## src/hw/cpuCtrlPkg.sv

```systemverilog
package cpuCtrlPkg;

    localparam int instrWidth = 6;
    localparam int modeWidth = 4;
    localparam int stepWidth = 2;   // step number inside one phase
    localparam int numFlags = 32;
    localparam int wbDataWidth = 16;

    // instruction codes, same numbering as the opcode decoder
    localparam logic [instrWidth-1:0]
        instrAdc = 6'd1,   instrAnd = 6'd2,   instrAsl = 6'd3,   instrBcc = 6'd4,
        instrBcs = 6'd5,   instrBeq = 6'd6,   instrBit = 6'd7,   instrBmi = 6'd8,
        instrBne = 6'd9,   instrBpl = 6'd10,  instrBrk = 6'd11,  instrBvc = 6'd12,
        instrBvs = 6'd13,  instrClc = 6'd14,  instrCld = 6'd15,  instrCli = 6'd16,
        instrClv = 6'd17,  instrCmp = 6'd18,  instrCpx = 6'd19,  instrCpy = 6'd20,
        instrDec = 6'd21,  instrDex = 6'd22,  instrDey = 6'd23,  instrEor = 6'd24,
        instrInc = 6'd25,  instrInx = 6'd26,  instrIny = 6'd27,  instrJmp = 6'd28,
        instrJsr = 6'd29,  instrLda = 6'd30,  instrLdx = 6'd31,  instrLdy = 6'd32,
        instrLsr = 6'd33,  instrNop = 6'd34,  instrOra = 6'd35,  instrPha = 6'd36,
        instrPhp = 6'd37,  instrPla = 6'd38,  instrPlp = 6'd39,  instrRol = 6'd40,
        instrRor = 6'd41,  instrRti = 6'd42,  instrRts = 6'd43,  instrSbc = 6'd44,
        instrSec = 6'd45,  instrSed = 6'd46,  instrSei = 6'd47,  instrSta = 6'd48,
        instrSto = 6'd49,  instrStx = 6'd50,  instrSty = 6'd51,  instrTax = 6'd52,
        instrTay = 6'd53,  instrTsx = 6'd54,  instrTxa = 6'd55,  instrTxs = 6'd56,
        instrAslA = 6'd57, instrRolA = 6'd58, instrLsrA = 6'd59, instrRorA = 6'd60,
        instrTya = 6'd61;

    // addressing mode codes
    localparam logic [modeWidth-1:0]
        modeAcc = 4'd0,  modeAbs = 4'd1,  modeAbsX = 4'd2,  modeAbsY = 4'd3,
        modeImm = 4'd4,  modeImpl = 4'd5, modeInd = 4'd6,   modeXind = 4'd7,
        modeIndY = 4'd8, modeRel = 4'd9,  modeZpg = 4'd10,  modeZpgX = 4'd11,
        modeZpgY = 4'd12, modeImplied = 4'd13;

    // bit positions in the control flag vector
    localparam int
        flagPcInc = 0,         flagLoadPc = 1,            flagLoadAbl = 2,
        flagLoadAbh = 3,       flagAdlToPcl = 4,          flagAdhToPch = 5,
        flagAdlToAlu = 6,      flagAdlToData = 7,         flagAdhToData = 8,
        flagAdhToSb = 9,       flagAdhLow = 10,           flagDbToData = 11,
        flagDbToAcc = 12,      flagDbToSb = 13,           flagSbToX = 14,
        flagSbToY = 15,        flagSbToAlu = 16,          flagSbToDb = 17,
        flagSbToAdh = 18,      flagLoadDor = 19,          flagInBToDb = 20,
        flagInBToAdl = 21,     flagInAToSb = 22,          flagInAToLow = 23,
        flagLoadAlu = 24,      flagAluAdd = 25,           flagAluCarryHigh = 26,
        flagFreeCarryToAlu = 27, flagAluCarryToFreeCarry = 28, flagLoadInstruct = 29;

    // status byte bits
    localparam int statusC = 0;
    localparam int statusZ = 1;
    localparam int statusV = 6;
    localparam int statusN = 7;

    // register map
    localparam logic [1:0] regCmd = 2'd0;
    localparam logic [1:0] regStatus = 2'd1;
    localparam logic [1:0] regBusy = 2'd2;

    // flag groups that recur across steps
    localparam logic [numFlags-1:0] maskPcFetch = (1 << flagPcInc) | (1 << flagAdlToPcl)
        | (1 << flagAdhToPch) | (1 << flagLoadAbl) | (1 << flagLoadAbh);
    localparam logic [numFlags-1:0] maskDataToB = (1 << flagDbToData) | (1 << flagInBToDb);
    localparam logic [numFlags-1:0] maskAddX = maskDataToB | (1 << flagLoadAlu)
        | (1 << flagAluAdd) | (1 << flagSbToX) | (1 << flagInAToSb);
    localparam logic [numFlags-1:0] maskAddY = maskDataToB | (1 << flagLoadAlu)
        | (1 << flagAluAdd) | (1 << flagSbToY) | (1 << flagInAToSb);
    localparam logic [numFlags-1:0] maskZpAlu = (1 << flagAdhLow) | (1 << flagLoadAbh)
        | (1 << flagAdlToAlu) | (1 << flagLoadAbl);
    localparam logic [numFlags-1:0] maskZpData = (1 << flagAdhLow) | (1 << flagLoadAbh)
        | (1 << flagAdlToData) | (1 << flagLoadAbl);
    localparam logic [numFlags-1:0] maskHighData = (1 << flagAdhToData) | (1 << flagLoadAbh)
        | (1 << flagAdlToAlu) | (1 << flagLoadAbl);
    localparam logic [numFlags-1:0] maskIncAlu = (1 << flagInAToLow) | (1 << flagAluCarryHigh)
        | (1 << flagAluAdd) | (1 << flagLoadAlu);

endpackage

```

## src/hw/ctrlRegs.sv

```systemverilog
`timescale 1ns/1ps

module ctrlRegs (
    input  logic clk,
    input  logic rst,
    input  logic wbCyc,
    input  logic wbStb,
    input  logic wbWe,
    input  logic [1:0] wbAdr,
    input  logic [cpuCtrlPkg::wbDataWidth-1:0] wbDatW,
    output logic [cpuCtrlPkg::wbDataWidth-1:0] wbDatR,
    output logic wbAck,
    input  logic busy,
    output logic start,
    output logic [cpuCtrlPkg::instrWidth-1:0] instr,
    output logic [cpuCtrlPkg::modeWidth-1:0] mode,
    output logic [7:0] status
);
    import cpuCtrlPkg::*;

    logic wrAccept;         // write request on its ack cycle
    logic [7:0] statusReg;  // host visible copy

    // one cycle ack, drops again even if stb is still held
    always_ff @(posedge clk) begin
        if (rst) begin
            wbAck <= 1'b0;
        end else begin
            wbAck <= wbCyc & wbStb & ~wbAck;
        end
    end

    assign wrAccept = wbAck & wbCyc & wbStb & wbWe;

    // command while busy is acked but ignored
    assign start = wrAccept & (wbAdr == regCmd) & ~busy;

    always_ff @(posedge clk) begin
        if (rst) begin
            statusReg <= '0;
        end else if (wrAccept && wbAdr == regStatus) begin
            statusReg <= wbDatW[7:0];
        end
    end

    // snapshot for the sequence about to run,
    // later status writes only reach the next command
    always_ff @(posedge clk) begin
        if (start) begin
            instr <= wbDatW[instrWidth-1:0];
            mode <= wbDatW[8 +: modeWidth];
            status <= statusReg;
        end
    end

    always_comb begin
        wbDatR = '0;
        case (wbAdr)
            regStatus: begin
                wbDatR[7:0] = statusReg;
            end
            regBusy: begin
                wbDatR[0] = busy;
            end
            default: begin
                wbDatR = '0;  // cmd reads as zero
            end
        endcase
    end

endmodule

```

## src/hw/stepTimer.sv

```systemverilog
`timescale 1ns/1ps

module stepTimer (
    input  logic clk,
    input  logic rst,
    input  logic start,
    input  logic passAddr,
    input  logic addrDone,
    input  logic opDone,
    output logic inAddr,
    output logic [cpuCtrlPkg::stepWidth-1:0] step,
    output logic busy
);

    logic addrPhase;  // addressing entered, bypass not yet applied

    // instr and mode load on the same edge as busy, so the bypass
    // decision is taken while the first step is already running
    assign inAddr = addrPhase & ~passAddr;

    always_ff @(posedge clk) begin
        if (rst) begin
            busy <= 1'b0;
            addrPhase <= 1'b0;
            step <= '0;
        end else if (start) begin
            busy <= 1'b1;
            addrPhase <= 1'b1;
            step <= '0;
        end else if (inAddr) begin
            if (addrDone) begin
                addrPhase <= 1'b0;  // next is T0
                step <= '0;
            end else begin
                step <= step + 1'b1;
            end
        end else if (busy) begin
            // operation phase, also T0 of a bypassed mode
            addrPhase <= 1'b0;
            if (opDone) begin
                busy <= 1'b0;
                step <= '0;
            end else begin
                step <= step + 1'b1;
            end
        end
    end

endmodule

```

## src/hw/addressingDecoder.sv

```systemverilog
`timescale 1ns/1ps

module addressingDecoder (
    input  logic [cpuCtrlPkg::instrWidth-1:0] instr,
    input  logic [cpuCtrlPkg::modeWidth-1:0] mode,
    input  logic inAddr,
    input  logic [cpuCtrlPkg::stepWidth-1:0] step,
    output logic passAddr,
    output logic addrDone,
    output logic [cpuCtrlPkg::numFlags-1:0] addrFlags
);
    import cpuCtrlPkg::*;

    logic isSta;
    logic isStx;
    logic isSty;
    logic xyStoreMode;  // X and Y can only be stored in these modes
    logic [stepWidth-1:0] lastStep;
    logic [numFlags-1:0] idxAdd;  // data + index register in the ALU
    logic [numFlags-1:0] stepFlags;

    assign isSta = (instr == instrSta);
    assign isStx = (instr == instrStx);
    assign isSty = (instr == instrSty);

    always_comb begin
        passAddr = 1'b0;
        lastStep = '0;
        xyStoreMode = 1'b0;
        case (mode)
            modeZpg: begin
                xyStoreMode = 1'b1;
            end
            modeAbs, modeZpgX, modeZpgY: begin
                lastStep = 2'd1;
                xyStoreMode = 1'b1;
            end
            modeAbsX, modeAbsY: lastStep = 2'd2;
            modeXind, modeIndY: lastStep = 2'd3;
            default: passAddr = 1'b1;  // imm, impl, acc, rel, unsupported ind
        endcase
    end

    assign addrDone = inAddr & (step == lastStep);
    assign idxAdd = (mode == modeAbsY || mode == modeZpgY) ? maskAddY : maskAddX;

    always_comb begin
        stepFlags = '0;
        case (mode)
            modeAbs: begin
                // low byte parked in B, then high byte straight from data
                stepFlags = (step == 2'd0) ? (maskPcFetch | maskDataToB) : maskHighData;
            end
            modeAbsX, modeAbsY: begin
                case (step)
                    2'd0: stepFlags = maskPcFetch | idxAdd;
                    2'd1: stepFlags = idxAdd | (1 << flagAdlToAlu) | (1 << flagLoadAbl);
                    default: begin
                        stepFlags = (1 << flagSbToAlu) | (1 << flagAdhToSb) | (1 << flagLoadAbh);
                    end
                endcase
            end
            modeXind: begin
                case (step)
                    2'd0: stepFlags = maskAddX | (1 << flagPcInc);
                    2'd1: begin  // pointer low, pointer + 1 through the ALU
                        stepFlags = maskZpAlu | maskIncAlu;
                        stepFlags[flagSbToAlu] = 1'b1;
                        stepFlags[flagDbToSb] = 1'b1;
                        stepFlags[flagInBToDb] = 1'b1;
                    end
                    2'd2: begin
                        stepFlags = maskZpAlu | maskDataToB | (1 << flagInAToLow);
                        stepFlags[flagLoadAlu] = 1'b1;
                        stepFlags[flagAluAdd] = 1'b1;
                    end
                    default: stepFlags = maskHighData;
                endcase
            end
            modeIndY: begin
                case (step)
                    2'd0: stepFlags = maskZpData | maskDataToB | maskIncAlu;
                    2'd1: stepFlags = maskZpAlu | maskAddY | (1 << flagFreeCarryToAlu);
                    2'd2: begin  // high byte plus carry out of low + Y
                        stepFlags = maskZpAlu | maskDataToB | (1 << flagInAToLow);
                        stepFlags[flagAluCarryToFreeCarry] = 1'b1;
                        stepFlags[flagLoadAlu] = 1'b1;
                        stepFlags[flagAluAdd] = 1'b1;
                    end
                    default: stepFlags = maskHighData;
                endcase
            end
            modeZpg: stepFlags = maskZpData;
            modeZpgX, modeZpgY: stepFlags = (step == 2'd0) ? idxAdd : maskZpAlu;
            default: stepFlags = '0;
        endcase
    end

    // stores put the register on the data bus in the last step
    always_comb begin
        addrFlags = '0;
        if (inAddr) begin
            addrFlags = stepFlags;
            if (addrDone && isSta) begin
                addrFlags[flagDbToAcc] = 1'b1;
                addrFlags[flagLoadDor] = 1'b1;
            end
            if (addrDone && xyStoreMode && (isStx || isSty)) begin
                addrFlags[flagDbToSb] = 1'b1;
                addrFlags[flagSbToX] = isStx;
                addrFlags[flagSbToY] = isSty;
                addrFlags[flagLoadDor] = 1'b1;
            end
        end
    end

endmodule

```

## src/hw/branchDecoder.sv

```systemverilog
`timescale 1ns/1ps

module branchDecoder (
    input  logic clk,
    input  logic rst,
    input  logic [cpuCtrlPkg::instrWidth-1:0] instr,
    input  logic [7:0] status,
    input  logic freeCarry,
    input  logic inAddr,
    input  logic busy,
    input  logic [cpuCtrlPkg::stepWidth-1:0] step,
    output logic [cpuCtrlPkg::numFlags-1:0] opFlags,
    output logic opDone
);
    import cpuCtrlPkg::*;

    logic isBranch;
    logic taken;
    logic opPhase;
    logic pageCross;  // pcl + offset carried into pch
    logic [numFlags-1:0] fetchFlags;

    assign opPhase = busy & ~inAddr;
    assign fetchFlags = maskPcFetch | (1 << flagLoadInstruct);

    always_comb begin
        isBranch = 1'b1;
        case (instr)
            instrBcc: taken = ~status[statusC];
            instrBcs: taken = status[statusC];
            instrBeq: taken = status[statusZ];
            instrBne: taken = ~status[statusZ];
            instrBmi: taken = status[statusN];
            instrBpl: taken = ~status[statusN];
            instrBvc: taken = ~status[statusV];
            instrBvs: taken = status[statusV];
            default: begin
                isBranch = 1'b0;
                taken = 1'b0;
            end
        endcase
    end

    // carry of the T1 add, held for the T2 decision
    always_ff @(posedge clk) begin
        if (rst) begin
            pageCross <= 1'b0;
        end else if (opPhase && taken && step == 2'd1) begin
            pageCross <= freeCarry;
        end
    end

    always_comb begin
        opFlags = '0;
        if (opPhase && !isBranch) begin
            opFlags = fetchFlags;  // only the next opcode fetch
        end else if (opPhase) begin
            case (step)
                2'd0: begin  // offset + pcl in the ALU
                    opFlags = maskPcFetch | (1 << flagInBToAdl) | (1 << flagDbToData);
                    opFlags = opFlags | (1 << flagSbToDb) | (1 << flagInAToSb);
                    opFlags = opFlags | (1 << flagAluAdd) | (1 << flagLoadAlu);
                end
                2'd1: begin
                    if (taken) begin
                        opFlags = (1 << flagPcInc) | (1 << flagAdlToAlu) | (1 << flagAdhToPch);
                        opFlags = opFlags | (1 << flagLoadAbl) | (1 << flagLoadPc);
                        // pch + carry prepared
                        opFlags = opFlags | (1 << flagSbToAdh) | (1 << flagDbToSb);
                        opFlags = opFlags | (1 << flagInAToLow) | (1 << flagInBToDb);
                        opFlags[flagAluCarryToFreeCarry] = 1'b1;
                    end else begin
                        opFlags = fetchFlags;
                    end
                end
                2'd2: begin
                    if (pageCross) begin
                        opFlags = (1 << flagPcInc) | (1 << flagSbToAlu) | (1 << flagAdhToSb);
                        opFlags = opFlags | (1 << flagAdlToPcl) | (1 << flagLoadPc);
                    end else begin
                        opFlags = fetchFlags;
                    end
                end
                default: opFlags = fetchFlags;
            endcase
        end
    end

    assign opDone = opFlags[flagLoadInstruct];

endmodule

```

## src/hw/cpuControl.sv

```systemverilog
`timescale 1ns/1ps

module cpuControl (
    input  logic clk,
    input  logic rst,
    input  logic wbCyc,
    input  logic wbStb,
    input  logic wbWe,
    input  logic [1:0] wbAdr,
    input  logic [cpuCtrlPkg::wbDataWidth-1:0] wbDatW,
    output logic [cpuCtrlPkg::wbDataWidth-1:0] wbDatR,
    output logic wbAck,
    input  logic freeCarry,
    output logic [cpuCtrlPkg::numFlags-1:0] ctrlFlags,
    output logic busy
);
    import cpuCtrlPkg::*;

    logic start;
    logic [instrWidth-1:0] instr;
    logic [modeWidth-1:0] mode;
    logic [7:0] status;
    logic inAddr;
    logic [stepWidth-1:0] step;
    logic passAddr;
    logic addrDone;
    logic opDone;
    logic [numFlags-1:0] addrFlags;
    logic [numFlags-1:0] opFlags;

    ctrlRegs i_ctrlRegs (.clk(clk), .rst(rst), .wbCyc(wbCyc), .wbStb(wbStb), .wbWe(wbWe),
        .wbAdr(wbAdr), .wbDatW(wbDatW), .wbDatR(wbDatR), .wbAck(wbAck), .busy(busy),
        .start(start), .instr(instr), .mode(mode), .status(status));

    stepTimer i_stepTimer (.clk(clk), .rst(rst), .start(start), .passAddr(passAddr),
        .addrDone(addrDone), .opDone(opDone), .inAddr(inAddr), .step(step), .busy(busy));

    addressingDecoder i_addressingDecoder (.instr(instr), .mode(mode), .inAddr(inAddr),
        .step(step), .passAddr(passAddr), .addrDone(addrDone), .addrFlags(addrFlags));

    branchDecoder i_branchDecoder (.clk(clk), .rst(rst), .instr(instr), .status(status),
        .freeCarry(freeCarry), .inAddr(inAddr), .busy(busy), .step(step),
        .opFlags(opFlags), .opDone(opDone));

    assign ctrlFlags = addrFlags | opFlags;  // each side is zero outside its phase

endmodule

```

## config.mk

```make
export PLATFORM = sky130hd
export DESIGN_NAME = cpuControl
export DESIGN_NICKNAME = d
export VERILOG_FILES = /design/src/hw/cpuCtrlPkg.sv /design/src/hw/ctrlRegs.sv /design/src/hw/stepTimer.sv /design/src/hw/addressingDecoder.sv /design/src/hw/branchDecoder.sv /design/src/hw/cpuControl.sv
export SDC_FILE = /design/constraint.sdc
export NUM_CORES = 1
export LEC_CHECK = 0
export BUFFER_PORTS_ARGS = -buffer_cell sky130_fd_sc_hd__buf_2
export CORE_AREA = 4 4 103 105
export CTS_CLUSTER_SIZE = 8
export DETAILED_ROUTE_END_ITERATION = 10
export DIE_AREA = 0 0 107 109
export GPL_TIMING_DRIVEN = 0
export PLACE_DENSITY = 0.49
export SETUP_SLACK_MARGIN = 0.5
export SLEW_MARGIN = 20
export SYNTH_ARGS = -nofsm -noshare
export SYNTH_HDL_FRONTEND = slang
export SYNTH_HIERARCHICAL = 1
export SYNTH_SLANG_ARGS = --single-unit
```

## constraint.sdc

```tcl
create_clock -name clk -period 3.9 [get_ports clk]
set_input_delay 0.78 -clock clk [delete_from_list [all_inputs] [get_ports clk]]
set_output_delay 0.78 -clock clk [all_outputs]
set_load 0.01 [all_outputs]
```

# Word level (Yosys, flattened, before mapping)

Cells that the tools add are included.

Flip-flop bits (word level): 32
Output and inout bits: 50
Word-level logic and storage cells: 112

Reduce and logical (&&, ||, !) cells: 23
Bitwise logic cells: 18
$add $sub $neg: 1
Equality and inequality tests: 26
Multiplexer cells: 35

Operators with widths:

| operator             | number |
|---|---|
| $pmux W32 S6         | 1 |
| $mux W32             | 4 |
| $pmux W32 S3         | 1 |
| $pmux W29 S3         | 1 |
| $pmux W27 S3         | 1 |
| $pmux W32 S2         | 1 |
| $mux W30             | 2 |
| $or A32 B32 Y32      | 1 |
| $eq A6 B4 Y1 const B | 5 |
| $mux W21             | 1 |
| $eq A6 B3 Y1 const B | 3 |
| $eq A6 B6 Y1 const B | 3 |
| $eq A4 B4 Y1 const B | 4 |
| $mux W16             | 1 |
| $reduce_or A8 Y1     | 2 |
| $mux W1              | 13 |
| $and A1 B1 Y1        | 10 |
| $eq A4 B2 Y1 const B | 2 |
| $mux W2              | 4 |
| $pmux W1 S8          | 1 |
| $reduce_or A2 Y1     | 4 |
| $logic_and A1 B1 Y1  | 7 |
| $mux W7              | 1 |
| $not A1 Y1           | 7 |
| other kinds (19)     | 23 |

# Logic depth before layout (Yosys ltp)

Gate-level depths: netlist (run 1).

Depth in word-level cells: 11
Mapped depth: 10
Mapped depth without buffers: 10

# By module

Netlist (run 1), hierarchy kept.

Modules (own cells, without submodules):

| module            | area each (sq um) | cells an instance | times used |
|---|---|---|---|
| ctrlRegs          | 1141.1            | 81                | 1 |
| addressingDecoder | 839.6             | 132               | 1 |
| branchDecoder     | 464.2             | 63                | 1 |
| stepTimer         | 201.4             | 20                | 1 |
| cpuControl        | 200.2             | 32                | 1 |

# Least setup slack after synthesis (run 1)

OpenSTA, ideal clock, no wires.

Path kind: input-to-reg
Start point: input wbWe
End point: register i_ctrlRegs/instr[0] (netlist name) (enable)
Library setup time: 0.432 ns
Arrival: 2.611 ns
Required time: 3.468 ns
Path slack: 0.857 ns
Stages: 2
Buffers on the path: 0
Path through: nand4_4 > nor3b_1

Longest elaborated chain between the ends: 3

Ends and longest elaborated chain:

| item                        | line             | source |
|---|---|---|
| from (decl)                 | cpuControl.sv:8  | `input logic wbWe,` |
| $and A1 B1 Y1               | ctrlRegs.sv:33   | `assign wrAccept = wbAck & wbCyc & wbStb & wbWe;` |
| $and A1 B1 Y1 (2 in series) | ctrlRegs.sv:36   | `assign start = wrAccept & (wbAdr == regCmd) & ~busy;` |
| net start                   | cpuControl.sv:19 | `logic start;` |
| to (signal assigned)        | ctrlRegs.sv:50   | `instr <= wbDatW[instrWidth-1:0];` |
| to (decl)                   | ctrlRegs.sv:15   | `output logic [cpuCtrlPkg::instrWidth-1:0] instr,` |

The timed path passes the listed nets, and every way through them passes these cells.
A chain may end at the register's enable or synchronous reset.

# Worst setup path after layout (run 1)

Start point: register i_ctrlRegs/mode[2] (netlist name)
End point: output ctrlFlags[15] (netlist name)

Longest elaborated chain between the ends: 10
Elaborated cells on any way between the ends: 34
Classes of those cells: 9 x eq/ne; 10 x mux; 5 x bitwise; 10 x reduce/logical

Ends and longest elaborated chain:

| item                                           | line                                             | source |
|---|---|---|
| from (decl)                                    | ctrlRegs.sv:16                                   | `output logic [cpuCtrlPkg::modeWidth-1:0] mode,` |
| from (signal assigned)                         | ctrlRegs.sv:51                                   | `mode <= wbDatW[8 +: modeWidth];` |
| $eq A4 B1 Y1, or another cell as far along     | addressingDecoder.sv:30, addressingDecoder.sv:49 |  |
| $reduce_or A3 Y1, or another cell as far along | n/a                                              |  |
| $pmux W2 S3                                    | addressingDecoder.sv:30                          | `case (mode)` |
| $eq A2 B2 Y1                                   | addressingDecoder.sv:44                          | `assign addrDone = inAddr & (step == lastStep);` |
| $and A1 B1 Y1                                  | addressingDecoder.sv:44                          |  |
| $logic_and A1 B1 Y1 (2 in series)              | addressingDecoder.sv:108                         | `if (addrDone && xyStoreMode && (isStx \|\| isSty)) begin` |
| $mux W3                                        | addressingDecoder.sv:108                         |  |
| $mux W32 (*)                                   | addressingDecoder.sv:102                         | `if (inAddr) begin` |
| net addrFlags[15]                              | cpuControl.sv:28                                 | `logic [numFlags-1:0] addrFlags;` |
| $or A32 B32 Y32 (*)                            | cpuControl.sv:45                                 | `assign ctrlFlags = addrFlags \| opFlags;` |
| to (decl)                                      | cpuControl.sv:14                                 | `output logic [cpuCtrlPkg::numFlags-1:0] ctrlFlags,` |

The timed path passes the listed nets; every way through them passes the cells marked *.

==> results of run 1 <==
where the power goes:
part	total (mW)	internal, mW	switching, mW
clock network	0.225	0.137	0.0877
logic	0.0991	0.0506	0.0485
registers	0.314	0.309	0.00513
total	0.638	0.497	0.141
repair_timing:
item / in CTS / in global routing
pin swaps: 6 / 6
buffers inserted: 14 / 12
gates resized for setup: 18 / 18
endpoints found under the setup margin: 23 / 23
registers in the layout, summed over array words and instances (netlist names):
| name | cells |
|---|---|
| i_ctrlRegs/statusReg | 8 |
| i_ctrlRegs/instr | 6 |
| i_ctrlRegs/mode | 4 |
| i_ctrlRegs/status | 4 |
| i_stepTimer/step | 2 |
| i_branchDecoder/pageCross | 1 |
| i_ctrlRegs/wbAck | 1 |
| i_stepTimer/addrPhase | 1 |
| i_stepTimer/busy | 1 |
routing by layer:
metal  GRT usage (%)  vias to the layer above  wire length, um
li1                -                     1286                -
met1            16.0                     1128             3210
met2            21.4                       71             3410
met3            1.72                        6              452
met4            3.11                        0               76
met5               0                        -                0
through the flow:
stage | area (sq um) | cells
floorplan | 2810 | 347
CTS | 3540 | 558
global placement | 3270 | 539
detailed placement | 3290 | 540
global route | 3690 | 570
finish | 3690 | 570
placed cells by master (no fill, tap or decap), drive strengths merged, types with 3 or more instances in the layout:
| cell | n |
|---|---|
| and2 | 9 |
| or2 | 33 |
| nor2b | 6 |
| a21oi | 17 |
| nor3b | 3 |
| ha | 9 |
| nand4b | 3 |
| inv | 13 |
| nor2 | 27 |
| a22oi | 3 |
| a31oi | 3 |
| dfxtp | 14 |
| clkbuf | 8 |
| o21ai | 10 |
| nand4 | 3 |
| conb | 26 |
| nand2 | 18 |
| mux2i | 13 |
| edfxtp | 14 |
| buf | 129 |
| nor3 | 9 |
| nand2b | 23 |
final cells by class:
type | count | area (sq um)
Timing Repair Buffer | 86 | 510
Sequential cell | 28 | 708
Multi-Input combinational cell | 258 | 1840
Tap cell | 133 | 166
Buffer | 48 | 345
Fill cell | 1018 | 5950
Clock buffer | 3 | 41.3
Inverter | 13 | 51.3
Clock inverter | 1 | 30.0
worst max path at each step:
stage | cells after the start | endpoint | startpoint
6_report | 8 | ctrlFlags[15] | i_ctrlRegs/mode[2]
2_1_floorplan | 9 | ctrlFlags[17] | i_ctrlRegs/mode[0]
4_1_cts | 12 | ctrlFlags[5] | i_ctrlRegs/mode[1]
3_5_place_dp | 11 | ctrlFlags[17] | i_ctrlRegs/mode[1]
3_3_place_gp | 11 | ctrlFlags[17] | i_ctrlRegs/mode[1]
5_1_grt | 12 | ctrlFlags[17] | i_ctrlRegs/mode[1]
==> flow_summary_export.csv, run 1 <==
group,metric,value,unit
status,status,"finished clean",
die,die_h,109,um
min_path,hold_path.class,"reg2reg",
clock_network,postCtsHoldBufs,0,
critical_path,path_class,"reg2out",
clock_network,clock_latency,270,ps
global_routing,grt_util_all_layers,12.3,%
power,cellPowerDensity,173,mW/mm^2
global_routing,grt_pass1_wl,11.7,mm
die,start_util,28.3,%
die,io_pins,74,
routing,viasPerCell,4.37,
routing,vias,2491,
critical_path,cp_top_family,"simple AND/OR/NAND/NOR gates",
critical_path,path_cells,"buf_6, or4b_4, o211ai_1, nand2_1, nand4b_4, mux2_4, or2_1, buf_2",
routing,ant_nets,0,
die,die_area,0.0117,sq mm
critical_path,startpoint_type,"flop",
critical_path,cp_max_fo,6,
timing,period_share,87.1,%
timing,max_freq,294,MHz
power,cellLeakagePower,1.74,nW
critical_path,cp_num_buf_inv,2,
timing,fin_skew,3.24,ps
timing,setup_tns,0,ps
clock_network,clockRootBuffer,"clkbuf_8",
routing,dr.pass1.iters,4,
place,dpl_worst_slack,238,ps
critical_path,r2r-start,"i_ctrlRegs/mode[2]",
clock_network,htree_levels,1,
die,core_area,0.00964,sq mm
layout,nets,471,
layout,layout-drive-gt1-share,40.7,%
critical_path,timing.critical_path.to_type,"output port",
yosys,syn-cell-area,0.00273,sq mm
timing,fin_crit,3400,ps
min_path,holdPathEnd,"i_ctrlRegs/status[1]",
global_routing,gr-total-overflow,0,
power,ir_worst_vdd,0.145,mV
global_routing,grt_start_max_net_pins,17,
critical_path,rr_worst_depth,9,
timing,timing.hold.ws,463,ps
power,power,638,uW
critical_path,r2r_end,"i_stepTimer/step[1]",
place,place.gp.congestion,0.879,
global_routing,first_global_vias,2410,
die,die_x,107,um
timing,setup_ws,501,ps
min_path,hp-start,"i_ctrlRegs/statusReg[1]",
clock_network,cts.sinks,28,
routing,drt_iter0_markers,101,
global_routing,antenna_found_initial,0,
routing,drt-total-wl,7.15,mm
layout,antenna_cells,0,
place,dp_hpwl,5.56,mm
clock_network,cts_buffers,3,
die,rows,36,
yosys,syn-mean-instance-area,8.41,sq um
timing,hold_viol,0,
timing,setup_viol,0,
critical_path,worstPathArrival,2620,ps
yosys,synth_warnings,6,
layout,utilization,38.3,%
layout,areaGrowthSynthToFinish,35.3,%
timing,rsz0062_at_grt,"yes",
min_path,min_path_cells,0,
timing,slew_headroom,58.9,%
yosys,syn_inst,324,
run,drv_cap,0,
place,io_buffers,59,
critical_path,critical_path.max_stage_delay,530,ps
routing,wire_per_inst,12.5,um
clock_network,cts_tree,"done",
clock_network,cts.path.max_buffers,2,
clock_network,clk_pin_slew_worst_paths,90,ps
timing,finalMaxSlewViolations,0,
timing,tightest_slew,614,ps
routing,remaining_drc_errors,0,
critical_path,crit_slowest_cell,"or4b_4",
critical_path,r2r_slack,1070,ps
critical_path,crit_required,3120,ps
No activity file was read; power rests on OpenSTA's default activity.
==> run 2, diff against run 1 <==
--- a/config.mk
+++ b/config.mk
@@ -6,12 +6,12 @@
 export NUM_CORES = 1
 export LEC_CHECK = 0
 export BUFFER_PORTS_ARGS = -buffer_cell sky130_fd_sc_hd__buf_2
-export CORE_AREA = 4 4 103 105
+export CORE_AREA = 4 4 79 81
 export CTS_CLUSTER_SIZE = 8
 export DETAILED_ROUTE_END_ITERATION = 10
-export DIE_AREA = 0 0 107 109
+export DIE_AREA = 0 0 83 85
 export GPL_TIMING_DRIVEN = 0
-export PLACE_DENSITY = 0.49
+export PLACE_DENSITY = 0.78
 export SETUP_SLACK_MARGIN = 0.5
 export SLEW_MARGIN = 20
 export SYNTH_ARGS = -nofsm -noshare
==> run 2 against run 1 <==
Effect of this change:
- critical path depth rose by 1
- maximum frequency is 2.8% lower
- combinational power fell by 0.9%
- critical endpoint unchanged
==> flow_summary_export.csv, run 2 (synthesis gave the netlist of run 1 again) <==
group,metric,value,unit
clock_network,cts.sinks,28,
critical_path,crit_cells,9,
global_routing,gr-total-overflow,0,
run,drv_cap,0,
die,die_area,0.00706,sq mm
place,place_inst,479,
critical_path,crit_required,3120,ps
timing,setup_tns,0,ps
status,status,"finished clean",
power,cellPowerDensity,180,mW/mm^2
die,core_area,0.00547,sq mm
routing,wire_per_inst,13.0,um
layout,largestRegisters,"i_ctrlRegs/statusReg: 8 flops, i_ctrlRegs/instr: 6 flops",
critical_path,r2r-start,"i_ctrlRegs/mode[3]",
critical_path,r2r_slack,1120,ps
routing,ant_nets,0,
timing,max_freq,286,MHz
die,start_util,49.8,%
global_routing,antenna_found_initial,0,
layout,final_cell_area,0.00356,sq mm
critical_path,timing.critical_path.to_type,"output port",
die,die_x,83,um
global_routing,grt_start_max_net_pins,17,
routing,dr.pass1.iters,4,
layout,antenna_cells,0,
place,io_buffers,59,
power,pwr-share-seq,49.2,%
timing,period_share,89.6,%
timing,finalMaxSlewViolations,0,
layout,regMostFlops,"i_ctrlRegs/statusReg",
clock_network,cts_buffers,3,
layout,layout_commonest_cell,"buf_2",
min_path,hold_path.class,"reg2reg",
critical_path,cp_num_buf_inv,3,
power,power,640,uW
place,dp_hpwl,4.93,mm
critical_path,path_cells,"buf_6, nor4b_4, buf_4, or4_4, a21oi_4, nand4b_4, mux2_4, or2_1, buf_2",
routing,viasPerCell,5.03,
routing,vias,2527,
critical_path,path_class,"reg2out",
global_routing,grt_pass1_wl,10.7,mm
critical_path,critical_path.max_stage_delay,610,ps
timing,slew_headroom,60.9,%
clock_network,clock_latency,280,ps
power,comb_power_share,15.3,%
critical_path,crit_slowest_cell,"edfxtp_1",
power,switchingPower,142,uW
clock_network,clockRootBuffer,"clkbuf_8",
clock_network,cts.path.max_buffers,2,
layout,nets,464,
layout,areaGrowthSynthToFinish,30.4,%
timing,hold_viol,0,
timing,tightest_slew,584,ps
layout,instances_no_fill,502,
clock_network,htree_levels,1,
routing,drt-total-wl,6.53,mm
timing,fin_skew,8.73,ps
timing,setup_viol,0,
critical_path,startpoint,"i_ctrlRegs/mode[1]",
critical_path,worstPathArrival,2720,ps
critical_path,cp_top_family,"simple AND/OR/NAND/NOR gates",
critical_path,cp_max_fo,8,
place,place.gp.congestion,0.953,
critical_path,worstSetupEndpoint,"ctrlFlags[15]",
power,p_clk_share,35.5,%
die,io_pins,74,
clock_network,cts_tree,"done",
routing,drt_iter0_markers,232,
global_routing,first_global_vias,2395,
place,place_area,0.00321,sq mm
layout,largest_reg_flops,8,
clock_network,clk_pin_slew_worst_paths,100,ps
critical_path,rr_worst_depth,8,
power,ir_worst_vdd,0.180,mV
timing,fin_crit,3500,ps
critical_path,startpoint_type,"flop",
layout,layout_common_cells,"buf_2 (61), buf_4 (59), or2_1 (33)",
layout,layout-drive-gt1-share,39.5,%
critical_path,r2r_end,"i_stepTimer/step[1]",
power,intPower,498,uW
power,switching_share,22.2,%
die,die_h,85,um
routing,remaining_drc_errors,0,
global_routing,grt_util_all_layers,17.6,%
timing,rsz0062_at_grt,"yes",
power,cellLeakagePower,1.71,nW
die,rows,27,
-- run 2: layout make-up --
| class | instances | area [sq um] |
|---|---|---|
| sequential | 28 | 703 |
| buffer | 48 | 342 |
| tap | 72 | 90.1 |
| clock inverter | 1 | 30.0 |
| fill | 468 | 1920 |
| timing repair buffer | 79 | 457 |
| clock buffer | 3 | 41.3 |
| inverter | 13 | 51.3 |
| multi-input combinational | 258 | 1840 |
-- run 2: worst min-delay path by stage --
| stage | startpoint | end | slack (ps) | depth (start not counted) |
|---|---|---|---|---|
| CTS | i_ctrlRegs/statusReg[1] | i_ctrlRegs/status[1] | 480 | 0 |
| global route | i_ctrlRegs/statusReg[7] | i_ctrlRegs/status[7] | 500 | 0 |
| global placement | i_ctrlRegs/statusReg[6] | i_ctrlRegs/status[6] | 440 | 0 |
| detailed placement | i_ctrlRegs/statusReg[6] | i_ctrlRegs/status[6] | 450 | 0 |
| floorplan | i_ctrlRegs/statusReg[1] | i_ctrlRegs/status[1] | 420 | 0 |
| finish | i_ctrlRegs/statusReg[1] | i_ctrlRegs/status[1] | 470 | 0 |
-- run 2: worst register-to-register path, cell delays in order (launching register included) --
cell      delay [ps]
edfxtp_1         470
buf_4            190
or4b_1           540
nand4_1          170
xnor2_2          140
and2_1           200
mux2_4           270
or4b_1           480
a311oi_2         230
-- run 2: power by group through the flow --
stage / registers, mW / logic (mW) / clock network [mW]
floorplan: 0.320 / 0.0670 / 0
global placement: 0.320 / 0.0950 / 0
detailed placement: 0.321 / 0.0957 / 0
CTS: 0.314 / 0.0966 / 0.230
global route: 0.315 / 0.109 / 0.244
finish: 0.315 / 0.0982 / 0.227
-- run 2: repair_timing --
action	CTS	global route
endpoints found under the hold margin	0	0
setup buffers	12	7
resized for setup	16	16
cloned	0	0
pin swaps	4	5
setup endpoints to repair	23	21
hold buffers	0	0
-- run 2: through the flow --
step	util, %	hold slack, ps	worst slack, ps
after floorplan	-	423	883
after global placement	58.4	438	367
after detailed placement	58.7	451	257
after CTS	62.8	478	494
after global routing	65.0	501	333
final	65.0	474	404
-- run 2: per-layer routing --
metal  global-route usage, %  vias up  part of all wire (%)
met5                       0        -                     0
met4                    7.13        0                   1.8
met3                    3.01       12                   7.9
met2                    30.3      113                    47
met1                    21.9     1127                    43
li1                        -     1275                     -
